$ cat src/hdl/cpuCtrlPkg.sv
`default_nettype none

package cpuCtrlPkg;

	//////////////////////////////////////////////////////////////
	// control states
	//////////////////////////////////////////////////////////////
	typedef enum logic [4:0] {
		Fetch                = 5'd0,
		Decode               = 5'd1,
		R_Execution          = 5'd2,
		R_Write              = 5'd3,
		Ber                  = 5'd4,
		Calculate_Memory     = 5'd5,
		Store_Word           = 5'd6,
		Reset_Memory_Read    = 5'd7,
		Load_Word_1          = 5'd8,
		Load_Word_2          = 5'd9,
		Shift_L              = 5'd10,
		Shift_R              = 5'd11,
		Load_Shift           = 5'd12,
		Lpc_Calculate        = 5'd13,
		Lpc_Load             = 5'd14,
		Spc_Calculate        = 5'd15,
		Spc_Load             = 5'd16,
		Loading_Calculations = 5'd17,
		Addc                 = 5'd18,
		LC                   = 5'd19,
		Rst_RUM              = 5'd20,
		Rst_Ex               = 5'd21,
		RstExH_WB            = 5'd22,
		ExH_B                = 5'd23,
		ExH_PC               = 5'd24,
		ExH_ALU              = 5'd25,
		ResetState           = 5'd26,
		WaitState            = 5'd27,
		MemoryWait           = 5'd28,
		MemoryWait2          = 5'd29
	} ctrlStateT;

	// instruction opcodes, as found in the top nibble of the IR
	typedef enum logic [3:0] {
		opAnd  = 4'd0,
		opOr   = 4'd1,
		opNor  = 4'd2,
		opAdd  = 4'd3,
		opSub  = 4'd4,
		opSlt  = 4'd5,
		opBer  = 4'd6,
		opRst  = 4'd7,
		opLw   = 4'd8,
		opSw   = 4'd9,
		opSll  = 4'd10,
		opSrl  = 4'd11,
		opLc   = 4'd12,
		opAddc = 4'd13,
		opLpc  = 4'd14,
		opSpc  = 4'd15
	} opcodeT;

	//////////////////////////////////////////////////////////////
	// exception causes
	//////////////////////////////////////////////////////////////
	localparam logic [1:0] causeInput    = 2'd0;
	localparam logic [1:0] causeOvfl     = 2'd1;
	localparam logic [1:0] causeAccInv   = 2'd2;
	localparam logic [1:0] causeMisalign = 2'd3;

	// enable bit of cause n sits at excEnableBase + n in the status word
	localparam int excEnableBase = 4;

	// datapath select widths
	localparam int aluASelW  = 3;
	localparam int aluBSelW  = 2;
	localparam int aluCtrlW  = 2;
	localparam int pcSrcW    = 3;
	localparam int shiftSelW = 2;
	localparam int regSelW   = 2;
	localparam int memToRegW = 2;

endpackage

`default_nettype wire
$ cat src/hdl/excIf.sv
`timescale 1ns/1ps
`default_nettype none

interface excIf;

	// current state and whether the plain successor would be Fetch
	cpuCtrlPkg::ctrlStateT state;
	logic                  nextIsFetch;

	// trap request and the skip path out of ExH_B
	logic take;
	logic skip;
	logic skipToWrite;

	modport seq (
		output state,
		output nextIsFetch,
		input  take,
		input  skip,
		input  skipToWrite
	);

	modport exc (
		input  state,
		input  nextIsFetch,
		output take,
		output skip,
		output skipToWrite
	);

endinterface

`default_nettype wire

$ cat src/hdl/cpuControl.sv
`timescale 1ns/1ps
`default_nettype none

module cpuControl #(
	parameter int dataWidth = 16
) (
	input  logic                                  CLK,
	input  logic                                  Reset,
	input  cpuCtrlPkg::opcodeT                    op,
	input  logic [dataWidth-1:0]                  bread,
	input  logic                                  ovfl,
	input  logic                                  AccInv,
	input  logic                                  Misalign,
	input  logic                                  InputRecv,
	output logic                                  ReadAddr,
	output logic                                  IRWrite,
	output logic [cpuCtrlPkg::aluASelW-1:0]       ALUA,
	output logic [cpuCtrlPkg::aluBSelW-1:0]       ALUB,
	output logic [cpuCtrlPkg::aluCtrlW-1:0]       ALUControl,
	output logic [cpuCtrlPkg::pcSrcW-1:0]         PCSource,
	output logic                                  PCWrite,
	output logic                                  PCWriteCond,
	output logic                                  RegWrite,
	output logic                                  MemWrite,
	output logic                                  AWrite,
	output logic                                  BWrite,
	output logic                                  CWrite,
	output logic [cpuCtrlPkg::shiftSelW-1:0]      ShifterInput,
	output logic [cpuCtrlPkg::shiftSelW-1:0]      ShifterControl,
	output logic                                  ShifterLeft,
	output logic [cpuCtrlPkg::regSelW-1:0]        RegRead,
	output logic                                  RegRead2,
	output logic                                  ALUOutWrite,
	output logic [cpuCtrlPkg::regSelW-1:0]        RegDest,
	output logic [cpuCtrlPkg::memToRegW-1:0]      MemToReg,
	output logic                                  MDWrite,
	output logic                                  InputRst,
	output logic [1:0]                            ExType,
	output logic                                  KernelMode
);

	cpuCtrlPkg::ctrlStateT state;

	// sequencer to exception unit
	excIf excBus ();

	stateSequencer i_stateSequencer (
		.CLK     (CLK),
		.Reset   (Reset),
		.op      (op),
		.excPort (excBus.seq),
		.state   (state)
	);

	exceptionUnit #(
		.dataWidth (dataWidth)
	) i_exceptionUnit (
		.CLK        (CLK),
		.Reset      (Reset),
		.ovfl       (ovfl),
		.AccInv     (AccInv),
		.Misalign   (Misalign),
		.InputRecv  (InputRecv),
		.bread      (bread),
		.excPort    (excBus.exc),
		.ExType     (ExType),
		.KernelMode (KernelMode)
	);

	controlDecode i_controlDecode (
		.state          (state),
		.ReadAddr       (ReadAddr),
		.IRWrite        (IRWrite),
		.ALUA           (ALUA),
		.ALUB           (ALUB),
		.ALUControl     (ALUControl),
		.PCSource       (PCSource),
		.PCWrite        (PCWrite),
		.PCWriteCond    (PCWriteCond),
		.RegWrite       (RegWrite),
		.MemWrite       (MemWrite),
		.AWrite         (AWrite),
		.BWrite         (BWrite),
		.CWrite         (CWrite),
		.ShifterInput   (ShifterInput),
		.ShifterControl (ShifterControl),
		.ShifterLeft    (ShifterLeft),
		.RegRead        (RegRead),
		.RegRead2       (RegRead2),
		.ALUOutWrite    (ALUOutWrite),
		.RegDest        (RegDest),
		.MemToReg       (MemToReg),
		.MDWrite        (MDWrite),
		.InputRst       (InputRst)
	);

endmodule

`default_nettype wire

$ cat src/hdl/controlDecode.sv
`timescale 1ns/1ps
`default_nettype none

module controlDecode (
	input  cpuCtrlPkg::ctrlStateT                 state,
	output logic                                  ReadAddr,
	output logic                                  IRWrite,
	output logic [cpuCtrlPkg::aluASelW-1:0]       ALUA,
	output logic [cpuCtrlPkg::aluBSelW-1:0]       ALUB,
	output logic [cpuCtrlPkg::aluCtrlW-1:0]       ALUControl,
	output logic [cpuCtrlPkg::pcSrcW-1:0]         PCSource,
	output logic                                  PCWrite,
	output logic                                  PCWriteCond,
	output logic                                  RegWrite,
	output logic                                  MemWrite,
	output logic                                  AWrite,
	output logic                                  BWrite,
	output logic                                  CWrite,
	output logic [cpuCtrlPkg::shiftSelW-1:0]      ShifterInput,
	output logic [cpuCtrlPkg::shiftSelW-1:0]      ShifterControl,
	output logic                                  ShifterLeft,
	output logic [cpuCtrlPkg::regSelW-1:0]        RegRead,
	output logic                                  RegRead2,
	output logic                                  ALUOutWrite,
	output logic [cpuCtrlPkg::regSelW-1:0]        RegDest,
	output logic [cpuCtrlPkg::memToRegW-1:0]      MemToReg,
	output logic                                  MDWrite,
	output logic                                  InputRst
);

	always_comb
	begin
		// everything idle unless the state asks for it
		ReadAddr       = 1'b0;
		IRWrite        = 1'b0;
		ALUA           = 3'd0;
		ALUB           = 2'd0;
		ALUControl     = 2'd0;
		PCSource       = 3'd0;
		PCWrite        = 1'b0;
		PCWriteCond    = 1'b0;
		RegWrite       = 1'b0;
		MemWrite       = 1'b0;
		AWrite         = 1'b0;
		BWrite         = 1'b0;
		CWrite         = 1'b0;
		ShifterInput   = 2'd0;
		ShifterControl = 2'd0;
		ShifterLeft    = 1'b0;
		RegRead        = 2'd0;
		RegRead2       = 1'b0;
		ALUOutWrite    = 1'b0;
		RegDest        = 2'd0;
		MemToReg       = 2'd0;
		MDWrite        = 1'b0;
		InputRst       = 1'b0;

		case (state)
			//////////////////////////////////////////////////////////////
			// common path
			//////////////////////////////////////////////////////////////
			cpuCtrlPkg::ResetState:
			begin
				PCWrite  = 1'b1;
				PCSource = 3'd4;
			end
			cpuCtrlPkg::Fetch:
			begin
				// IR load and PC + 1 in the same cycle
				IRWrite    = 1'b1;
				ALUB       = 2'd1;
				ALUControl = 2'd1;
				PCSource   = 3'd1;
				PCWrite    = 1'b1;
			end
			cpuCtrlPkg::Decode:
			begin
				AWrite  = 1'b1;
				BWrite  = 1'b1;
				RegRead = 2'd1;
			end
			cpuCtrlPkg::R_Execution:
			begin
				ALUA        = 3'd1;
				ALUOutWrite = 1'b1;
				CWrite      = 1'b1;
			end
			// plain register writebacks
			cpuCtrlPkg::R_Write, cpuCtrlPkg::Load_Shift, cpuCtrlPkg::Lpc_Load:
				RegWrite = 1'b1;
			cpuCtrlPkg::Ber:
				PCWriteCond = 1'b1;
			//////////////////////////////////////////////////////////////
			// memory access
			//////////////////////////////////////////////////////////////
			cpuCtrlPkg::Calculate_Memory:
			begin
				ALUA           = 3'd1;
				ALUB           = 2'd2;
				ALUControl     = 2'd1;
				ALUOutWrite    = 1'b1;
				ShifterControl = 2'd2;
				ShifterLeft    = 1'b1;
				CWrite         = 1'b1;
			end
			cpuCtrlPkg::Store_Word:
			begin
				ReadAddr = 1'b1;
				MemWrite = 1'b1;
			end
			cpuCtrlPkg::Load_Word_1:
			begin
				ReadAddr = 1'b1;
				MDWrite  = 1'b1;
			end
			cpuCtrlPkg::Load_Word_2:
			begin
				MemToReg = 2'd1;
				RegWrite = 1'b1;
			end
			//////////////////////////////////////////////////////////////
			// shifts, constants and PC moves
			//////////////////////////////////////////////////////////////
			cpuCtrlPkg::Shift_L, cpuCtrlPkg::Shift_R:
			begin
				ALUA           = 3'd2;
				ALUB           = 2'd2;
				ALUControl     = 2'd1;
				ALUOutWrite    = 1'b1;
				ShifterInput   = 2'd2;
				ShifterControl = 2'd1;
				ShifterLeft    = (state == cpuCtrlPkg::Shift_L);
			end
			cpuCtrlPkg::Lpc_Calculate, cpuCtrlPkg::Spc_Calculate:
			begin
				// spc takes its base from a different ALU A source
				ALUA         = (state == cpuCtrlPkg::Spc_Calculate) ? 3'd3 : 3'd0;
				ALUB         = 2'd2;
				ALUControl   = 2'd1;
				ALUOutWrite  = 1'b1;
				ShifterInput = 2'd1;
				ShifterLeft  = 1'b1;
			end
			cpuCtrlPkg::Spc_Load:
			begin
				PCSource = 3'd2;
				PCWrite  = 1'b1;
			end
			cpuCtrlPkg::Loading_Calculations:
				CWrite = 1'b1;
			cpuCtrlPkg::LC, cpuCtrlPkg::Addc:
			begin
				ALUA           = (state == cpuCtrlPkg::Addc) ? 3'd4 : 3'd2;
				ALUB           = 2'd2;
				ALUControl     = 2'd1;
				ALUOutWrite    = 1'b1;
				ShifterInput   = 2'd1;
				ShifterControl = 2'd2;
				ShifterLeft    = 1'b1;
			end
			//////////////////////////////////////////////////////////////
			// rst and the exception handler
			//////////////////////////////////////////////////////////////
			cpuCtrlPkg::Rst_RUM:
			begin
				RegRead = 2'd2;
				AWrite  = 1'b1;
			end
			cpuCtrlPkg::Rst_Ex:
			begin
				ALUA           = 3'd5;
				ALUB           = 2'd2;
				ALUControl     = 2'd2;
				ALUOutWrite    = 1'b1;
				ShifterInput   = 2'd2;
				ShifterControl = 2'd3;
			end
			cpuCtrlPkg::RstExH_WB:
			begin
				RegDest  = 2'd2;
				RegWrite = 1'b1;
			end
			cpuCtrlPkg::ExH_B:
			begin
				// status word into B, pending input acknowledged
				BWrite   = 1'b1;
				RegRead2 = 1'b1;
				InputRst = 1'b1;
			end
			cpuCtrlPkg::ExH_PC:
			begin
				PCWrite     = 1'b1;
				PCSource    = 3'd3;
				RegWrite    = 1'b1;
				RegDest     = 2'd1;
				MemToReg    = 2'd2;
				ALUOutWrite = 1'b1;
				ALUA        = 3'd7;
				ALUControl  = 2'd2;
			end
			cpuCtrlPkg::ExH_ALU:
			begin
				ALUA           = 3'd6;
				ALUB           = 2'd2;
				ALUControl     = 2'd1;
				ALUOutWrite    = 1'b1;
				ShifterInput   = 2'd3;
				ShifterControl = 2'd3;
				ShifterLeft    = 1'b1;
			end
			// Reset_Memory_Read and the wait states drive nothing
			default:
				PCWrite = 1'b0;
		endcase
	end

endmodule

`default_nettype wire

$ cat src/hdl/exceptionUnit.sv
`timescale 1ns/1ps
`default_nettype none

module exceptionUnit #(
	parameter int dataWidth = 16
) (
	input  logic                 CLK,
	input  logic                 Reset,
	input  logic                 ovfl,
	input  logic                 AccInv,
	input  logic                 Misalign,
	input  logic                 InputRecv,
	input  logic [dataWidth-1:0] bread,
	excIf.exc                    excPort,
	output logic [1:0]           ExType,
	output logic                 KernelMode
);

	logic       causeEnabled;
	logic       aluResult;
	logic       memAccess;
	logic [1:0] cause;

	// enable bit of the latched cause, read from the status word in B
	assign causeEnabled = bread[cpuCtrlPkg::excEnableBase + ExType];

	assign excPort.skip        = (excPort.state == cpuCtrlPkg::ExH_B) && !causeEnabled;
	assign excPort.skipToWrite = (ExType == cpuCtrlPkg::causeOvfl);

	// states where each cause can be raised
	assign aluResult = (excPort.state == cpuCtrlPkg::R_Execution)
		|| (excPort.state == cpuCtrlPkg::Addc);
	assign memAccess = (excPort.state == cpuCtrlPkg::Fetch)
		|| (excPort.state == cpuCtrlPkg::Store_Word)
		|| (excPort.state == cpuCtrlPkg::Load_Word_1);

	//////////////////////////////////////////////////////////////
	// fixed priority, skip first
	//////////////////////////////////////////////////////////////
	always_comb
	begin
		excPort.take = 1'b0;
		cause = cpuCtrlPkg::causeInput;
		if (!excPort.skip)
		begin
			if (aluResult && ovfl)
			begin
				excPort.take = 1'b1;
				cause = cpuCtrlPkg::causeOvfl;
			end
			else if (memAccess && AccInv)
			begin
				excPort.take = 1'b1;
				cause = cpuCtrlPkg::causeAccInv;
			end
			else if (memAccess && Misalign)
			begin
				excPort.take = 1'b1;
				cause = cpuCtrlPkg::causeMisalign;
			end
			// pending input is only taken between instructions
			else if (excPort.nextIsFetch && InputRecv)
			begin
				excPort.take = 1'b1;
				cause = cpuCtrlPkg::causeInput;
			end
		end
	end

	always_ff @(posedge CLK or posedge Reset)
	begin
		if (Reset)
		begin
			ExType     <= cpuCtrlPkg::causeInput;
			KernelMode <= 1'b0;
		end
		else if (excPort.take)
		begin
			ExType     <= cause;
			KernelMode <= 1'b1;
		end
		else if (excPort.state == cpuCtrlPkg::Rst_RUM)
			// rst returns to user mode
			KernelMode <= 1'b0;
	end

endmodule

`default_nettype wire

$ cat src/hdl/stateSequencer.sv
`timescale 1ns/1ps
`default_nettype none

module stateSequencer (
	input  logic                  CLK,
	input  logic                  Reset,
	input  cpuCtrlPkg::opcodeT    op,
	excIf.seq                     excPort,
	output cpuCtrlPkg::ctrlStateT state
);

	// successor when no exception interferes
	cpuCtrlPkg::ctrlStateT nextState;

	//////////////////////////////////////////////////////////////
	// plain next-state table
	//////////////////////////////////////////////////////////////
	always_comb
	begin
		nextState = cpuCtrlPkg::Fetch;
		case (state)
			cpuCtrlPkg::Fetch:
				nextState = cpuCtrlPkg::Decode;
			cpuCtrlPkg::Decode:
			begin
				// opcode dispatch
				case (op)
					cpuCtrlPkg::opAnd, cpuCtrlPkg::opOr, cpuCtrlPkg::opNor,
					cpuCtrlPkg::opAdd, cpuCtrlPkg::opSub, cpuCtrlPkg::opSlt,
					cpuCtrlPkg::opBer:
						nextState = cpuCtrlPkg::R_Execution;
					cpuCtrlPkg::opRst:
						nextState = cpuCtrlPkg::Rst_RUM;
					cpuCtrlPkg::opLw, cpuCtrlPkg::opSw:
						nextState = cpuCtrlPkg::Calculate_Memory;
					cpuCtrlPkg::opSll:
						nextState = cpuCtrlPkg::Shift_L;
					cpuCtrlPkg::opSrl:
						nextState = cpuCtrlPkg::Shift_R;
					cpuCtrlPkg::opLc, cpuCtrlPkg::opAddc:
						nextState = cpuCtrlPkg::Loading_Calculations;
					cpuCtrlPkg::opLpc:
						nextState = cpuCtrlPkg::Lpc_Calculate;
					cpuCtrlPkg::opSpc:
						nextState = cpuCtrlPkg::Spc_Calculate;
					default:
						nextState = cpuCtrlPkg::Fetch;
				endcase
			end
			// ber shares the ALU step, then branches
			cpuCtrlPkg::R_Execution:
				nextState = (op == cpuCtrlPkg::opBer) ? cpuCtrlPkg::Ber : cpuCtrlPkg::R_Write;
			cpuCtrlPkg::Calculate_Memory:
				nextState = (op == cpuCtrlPkg::opLw) ? cpuCtrlPkg::MemoryWait
					: cpuCtrlPkg::Store_Word;
			cpuCtrlPkg::Loading_Calculations:
				nextState = (op == cpuCtrlPkg::opAddc) ? cpuCtrlPkg::Addc : cpuCtrlPkg::LC;
			// load word walks through two memory waits
			cpuCtrlPkg::MemoryWait:
				nextState = cpuCtrlPkg::Load_Word_1;
			cpuCtrlPkg::Load_Word_1:
				nextState = cpuCtrlPkg::MemoryWait2;
			cpuCtrlPkg::MemoryWait2:
				nextState = cpuCtrlPkg::Load_Word_2;
			cpuCtrlPkg::Load_Word_2, cpuCtrlPkg::Store_Word:
				nextState = cpuCtrlPkg::Reset_Memory_Read;
			cpuCtrlPkg::Shift_L, cpuCtrlPkg::Shift_R:
				nextState = cpuCtrlPkg::Load_Shift;
			cpuCtrlPkg::Lpc_Calculate:
				nextState = cpuCtrlPkg::Lpc_Load;
			cpuCtrlPkg::Spc_Calculate:
				nextState = cpuCtrlPkg::Spc_Load;
			cpuCtrlPkg::Ber, cpuCtrlPkg::Spc_Load:
				nextState = cpuCtrlPkg::WaitState;
			cpuCtrlPkg::Addc, cpuCtrlPkg::LC:
				nextState = cpuCtrlPkg::R_Write;
			cpuCtrlPkg::Rst_RUM:
				nextState = cpuCtrlPkg::Rst_Ex;
			cpuCtrlPkg::Rst_Ex, cpuCtrlPkg::ExH_ALU:
				nextState = cpuCtrlPkg::RstExH_WB;
			// handler sequence
			cpuCtrlPkg::ExH_B:
				nextState = cpuCtrlPkg::ExH_PC;
			cpuCtrlPkg::ExH_PC:
				nextState = cpuCtrlPkg::ExH_ALU;
			default:
				nextState = cpuCtrlPkg::Fetch;
		endcase
	end

	assign excPort.state       = state;
	assign excPort.nextIsFetch = (nextState == cpuCtrlPkg::Fetch);

	//////////////////////////////////////////////////////////////
	// state register
	//////////////////////////////////////////////////////////////
	always_ff @(posedge CLK or posedge Reset)
	begin
		if (Reset)
			state <= cpuCtrlPkg::ResetState;
		else if (excPort.skip)
			// disabled cause, overflow still writes its result back
			state <= excPort.skipToWrite ? cpuCtrlPkg::R_Write : cpuCtrlPkg::Fetch;
		else if (excPort.take)
			state <= cpuCtrlPkg::ExH_B;
		else
			state <= nextState;
	end

endmodule

`default_nettype wire

$ cat config.mk
export PLATFORM = sky130hd
export DESIGN_NAME = cpuControl
export DESIGN_NICKNAME = d
export VERILOG_FILES = /design/src/hdl/cpuCtrlPkg.sv /design/src/hdl/excIf.sv /design/src/hdl/cpuControl.sv /design/src/hdl/controlDecode.sv /design/src/hdl/exceptionUnit.sv /design/src/hdl/stateSequencer.sv
export SDC_FILE = /design/constraint.sdc
export NUM_CORES = 1
export LEC_CHECK = 0
export BUFFER_PORTS_ARGS = -buffer_cell sky130_fd_sc_hd__buf_2
export CORE_ASPECT_RATIO = 1.5
export CORE_UTILIZATION = 35
export CTS_CLUSTER_SIZE = 16
export DETAILED_ROUTE_END_ITERATION = 10
export PLACE_DENSITY = 0.63
export SYNTH_ARGS = -nofsm -noshare
export SYNTH_HDL_FRONTEND = slang
export SYNTH_SLANG_ARGS = --single-unit
$ cat constraint.sdc
create_clock -name CLK -period 2.7 [get_ports CLK]
set_input_delay 0.81 -clock CLK [delete_from_list [all_inputs] [get_ports CLK]]
set_output_delay 0.81 -clock CLK [all_outputs]
set_load 0.01 [all_outputs]
==> run metrics <==
min Tclk post-route 2630 ps; Final Net Count 283; Ys Warns 0; Synth Area in Simple Gates 42.0%; Required @ worst endpoint 1890 ps; CTS tree done; Initial Util 36.7%; largest family of logic cells by synthesized area simple AND/OR/NAND/NOR gates; first-pass GRT wire length 7200 um; Row Count 28; sequential area share after synthesis 14.1%; most frequent cells in the layout buf_2, nand2_1, nor2_1, buf_4, o21ai_0; hold_buf cts 0; Die Width 54.6 um; CTS root buf clkbuf_8; commonest non-fill, non-tap cell in the layout buf_2; Slew Limit Fails 0; Worst Skew 4.76 ps; post-CTS resize count 1; die area 4410 um2; compound-cell area share of the yosys netlist 28.9%; cell area after synthesis 1450 um2; nature of the critical path endpoint output port; Post-Synth XOR/XNOR Area 2.41%; IO Count 63; Area Overhead vs Synth 25.3%; pin count of the biggest net entering global routing 30; Worst setup SP type flop; max cap viols 0; CTS Buffer Depth 2; Least-Margin Pin Slew 515 ps; DRC errors left 0; number of port buffers 50; Detailed Route WL 4500 um; final cell utilization of the core 46.0%; outcome finished clean; grt ovf 0; post-synthesis mux area share 1.55%; Avg Inst Size Synth 7.01 um2; H-tree levels 1; TritonRoute pass-1 iters 4; GP Congestion 0.882; Synth async-reset ratio 100%; number of synthesized flops with an enable pin 0; Hold Vio Cnt, Final 0; vias in the first global route 1,539; per-cell routed wire length 15.0 um; total negative setup slack 0 ps; Synth Flop Type dfrtp_1; Post-Syn Nets 234; unique cell type count in the Yosys netlist 69; Vias/cell 5.89; leakage power figure 0.887 nW; crit path DAT 1820 ps; synthesized flop and latch total 8; TritonCTS Buffers 3; post-route ant nets 0; # clock sinks 8; Tightest Hold Check Type flop to flop; setup bufs post-CTS 0; gr usage total 21.5%; layout cells sized above 1 35.7%; Mapped Cells 207; Worst-Skew Late Latency 220 ps; worst-path fanout max 11; initial antenna violation count 0; relative slew slack 65.6%; type of the worst setup path flop to output port; final setup violating endpoints 0; antenna diode count 0; die span in y 80.9 um; Max Freq 380 MHz; HPWL after DPL 3510 um; initial DRC count 48; PwrDens 1290 nW/um2; fill count 446; Worst-path clk slew 40 ps; fin crit share 97.6%; Post-Synth Adder-Cell Area 0.862%; DR vias 1,766; VDD IR max 780 uV; Core Box Area 3960 um2
-- flip-flops by register name, indices dropped and copies added, names as in the netlist --
signal / flops
i_stateSequencer.excPort.state: 5
i_exceptionUnit.KernelMode: 1
i_exceptionUnit.ExType: 2
-- cells in the mapped netlist (all sizes together) (2+ instances only) --
library cell / count / area [um2]
a211oi: 4 / 55.1
a21boi: 2 / 15.0
a21oi: 10 / 50.1
a221oi: 2 / 17.5
a2bb2oi: 2 / 17.5
a311oi: 2 / 17.5
a31o: 2 / 17.5
a31oi: 2 / 12.5
and3: 4 / 26.3
and3b: 2 / 17.5
buf: 16 / 92.6
clkbuf: 5 / 18.8
dfrtp: 5 / 125
dfstp: 3 / 78.8
inv: 10 / 37.5
nand2: 21 / 78.8
nand2b: 10 / 62.6
nand3: 8 / 45.0
nand3b: 3 / 22.5
nand4: 3 / 25.0
nor2: 18 / 70.1
nor2b: 5 / 33.8
nor3: 7 / 40.0
nor3b: 2 / 15.0
nor4: 2 / 12.5
nor4bb: 2 / 20.0
o211ai: 2 / 15.0
o21ai: 13 / 65.1
o22ai: 2 / 12.5
o32ai: 3 / 26.3
or2: 3 / 18.8
or3: 5 / 31.3
or3b: 2 / 17.5
or4b: 2 / 20.0
xnor2: 2 / 17.5
xor2: 2 / 17.5
-- power breakdown --
part / internal (mW) / leakage [nW] / switching (mW) / total, mW
registers: 0.201 / 0.0890 / 0.130 / 0.331
clock network: 0.102 / 0.0228 / 0.0429 / 0.145
logic: 0.783 / 0.776 / 1.09 / 1.87
total: 1.09 / 0.887 / 1.26 / 2.34
-- stage by stage --
step                      cell area (um2)  hold WS, ps  setup WS [ps]  power (mW)  cells
after global placement               1760          483           15.7        2.15    296
final                                1820          497           65.2        2.34    300
after global routing                 1820          535          -1.74        2.56    300
after floorplan                      1450          525           82.6        1.62    207
after CTS                            1810          501           39.7        2.31    300
after detailed placement             1760          482           9.90        2.16    296
-- logic make-up after synthesis --
group / Yosys count
AO/OA/AOI/OAI: 57
buffers and inverters: 31
flip-flops: 8
adder cells (fa/ha/maj): 1
multiplexers: 1
AND/OR/NAND/NOR: 105
XOR/XNOR: 4
-- per-layer routing --
layer  GRT usage [%]  up-vias  part of all wire (%)
met2            38.2       73                    53
li1                -      857                     -
met5               0        -                     0
met1            27.4      832                    41
met3            1.69        4                   4.9
met4            3.59        0                   1.0
-- path summary, 6_finish.rpt --
check	start	to	depth (start not counted)	slack (ps)
max in group asynchronous	Reset	i_stateSequencer.excPort.state[4]	2	1900
min in group asynchronous	Reset	i_exceptionUnit.ExType[0]	2	520
worst max register to register	i_stateSequencer.excPort.state[3]	i_exceptionUnit.ExType[1]	7	310
worst max-delay path	i_stateSequencer.excPort.state[4]	ShifterInput[0]	4	70
worst min-delay path	i_exceptionUnit.KernelMode	i_exceptionUnit.KernelMode	2	500
worst min register to register	i_exceptionUnit.KernelMode	i_exceptionUnit.KernelMode	2	500
-- final cells by class --
| type | instances | area [um2] | area share (%) |
|---|---|---|---|
| repair buffers | 65 | 363 | 19.9 |
| clock buffers | 4 | 45.0 | 2.48 |
| flip-flops and latches | 8 | 209 | 11.5 |
| inverters | 10 | 37.5 | 2.06 |
| multi-input cells | 168 | 1110 | 60.9 |
| well taps | 45 | 56.3 | 3.09 |
-- critical path, cell delays in order, from the launching register on --
cell and delay, ps:
dfstp_2 610, buf_4 200, nor4bb_1 480, a31o_2 190, buf_2 120
Power figures use the tool's default switching activity.
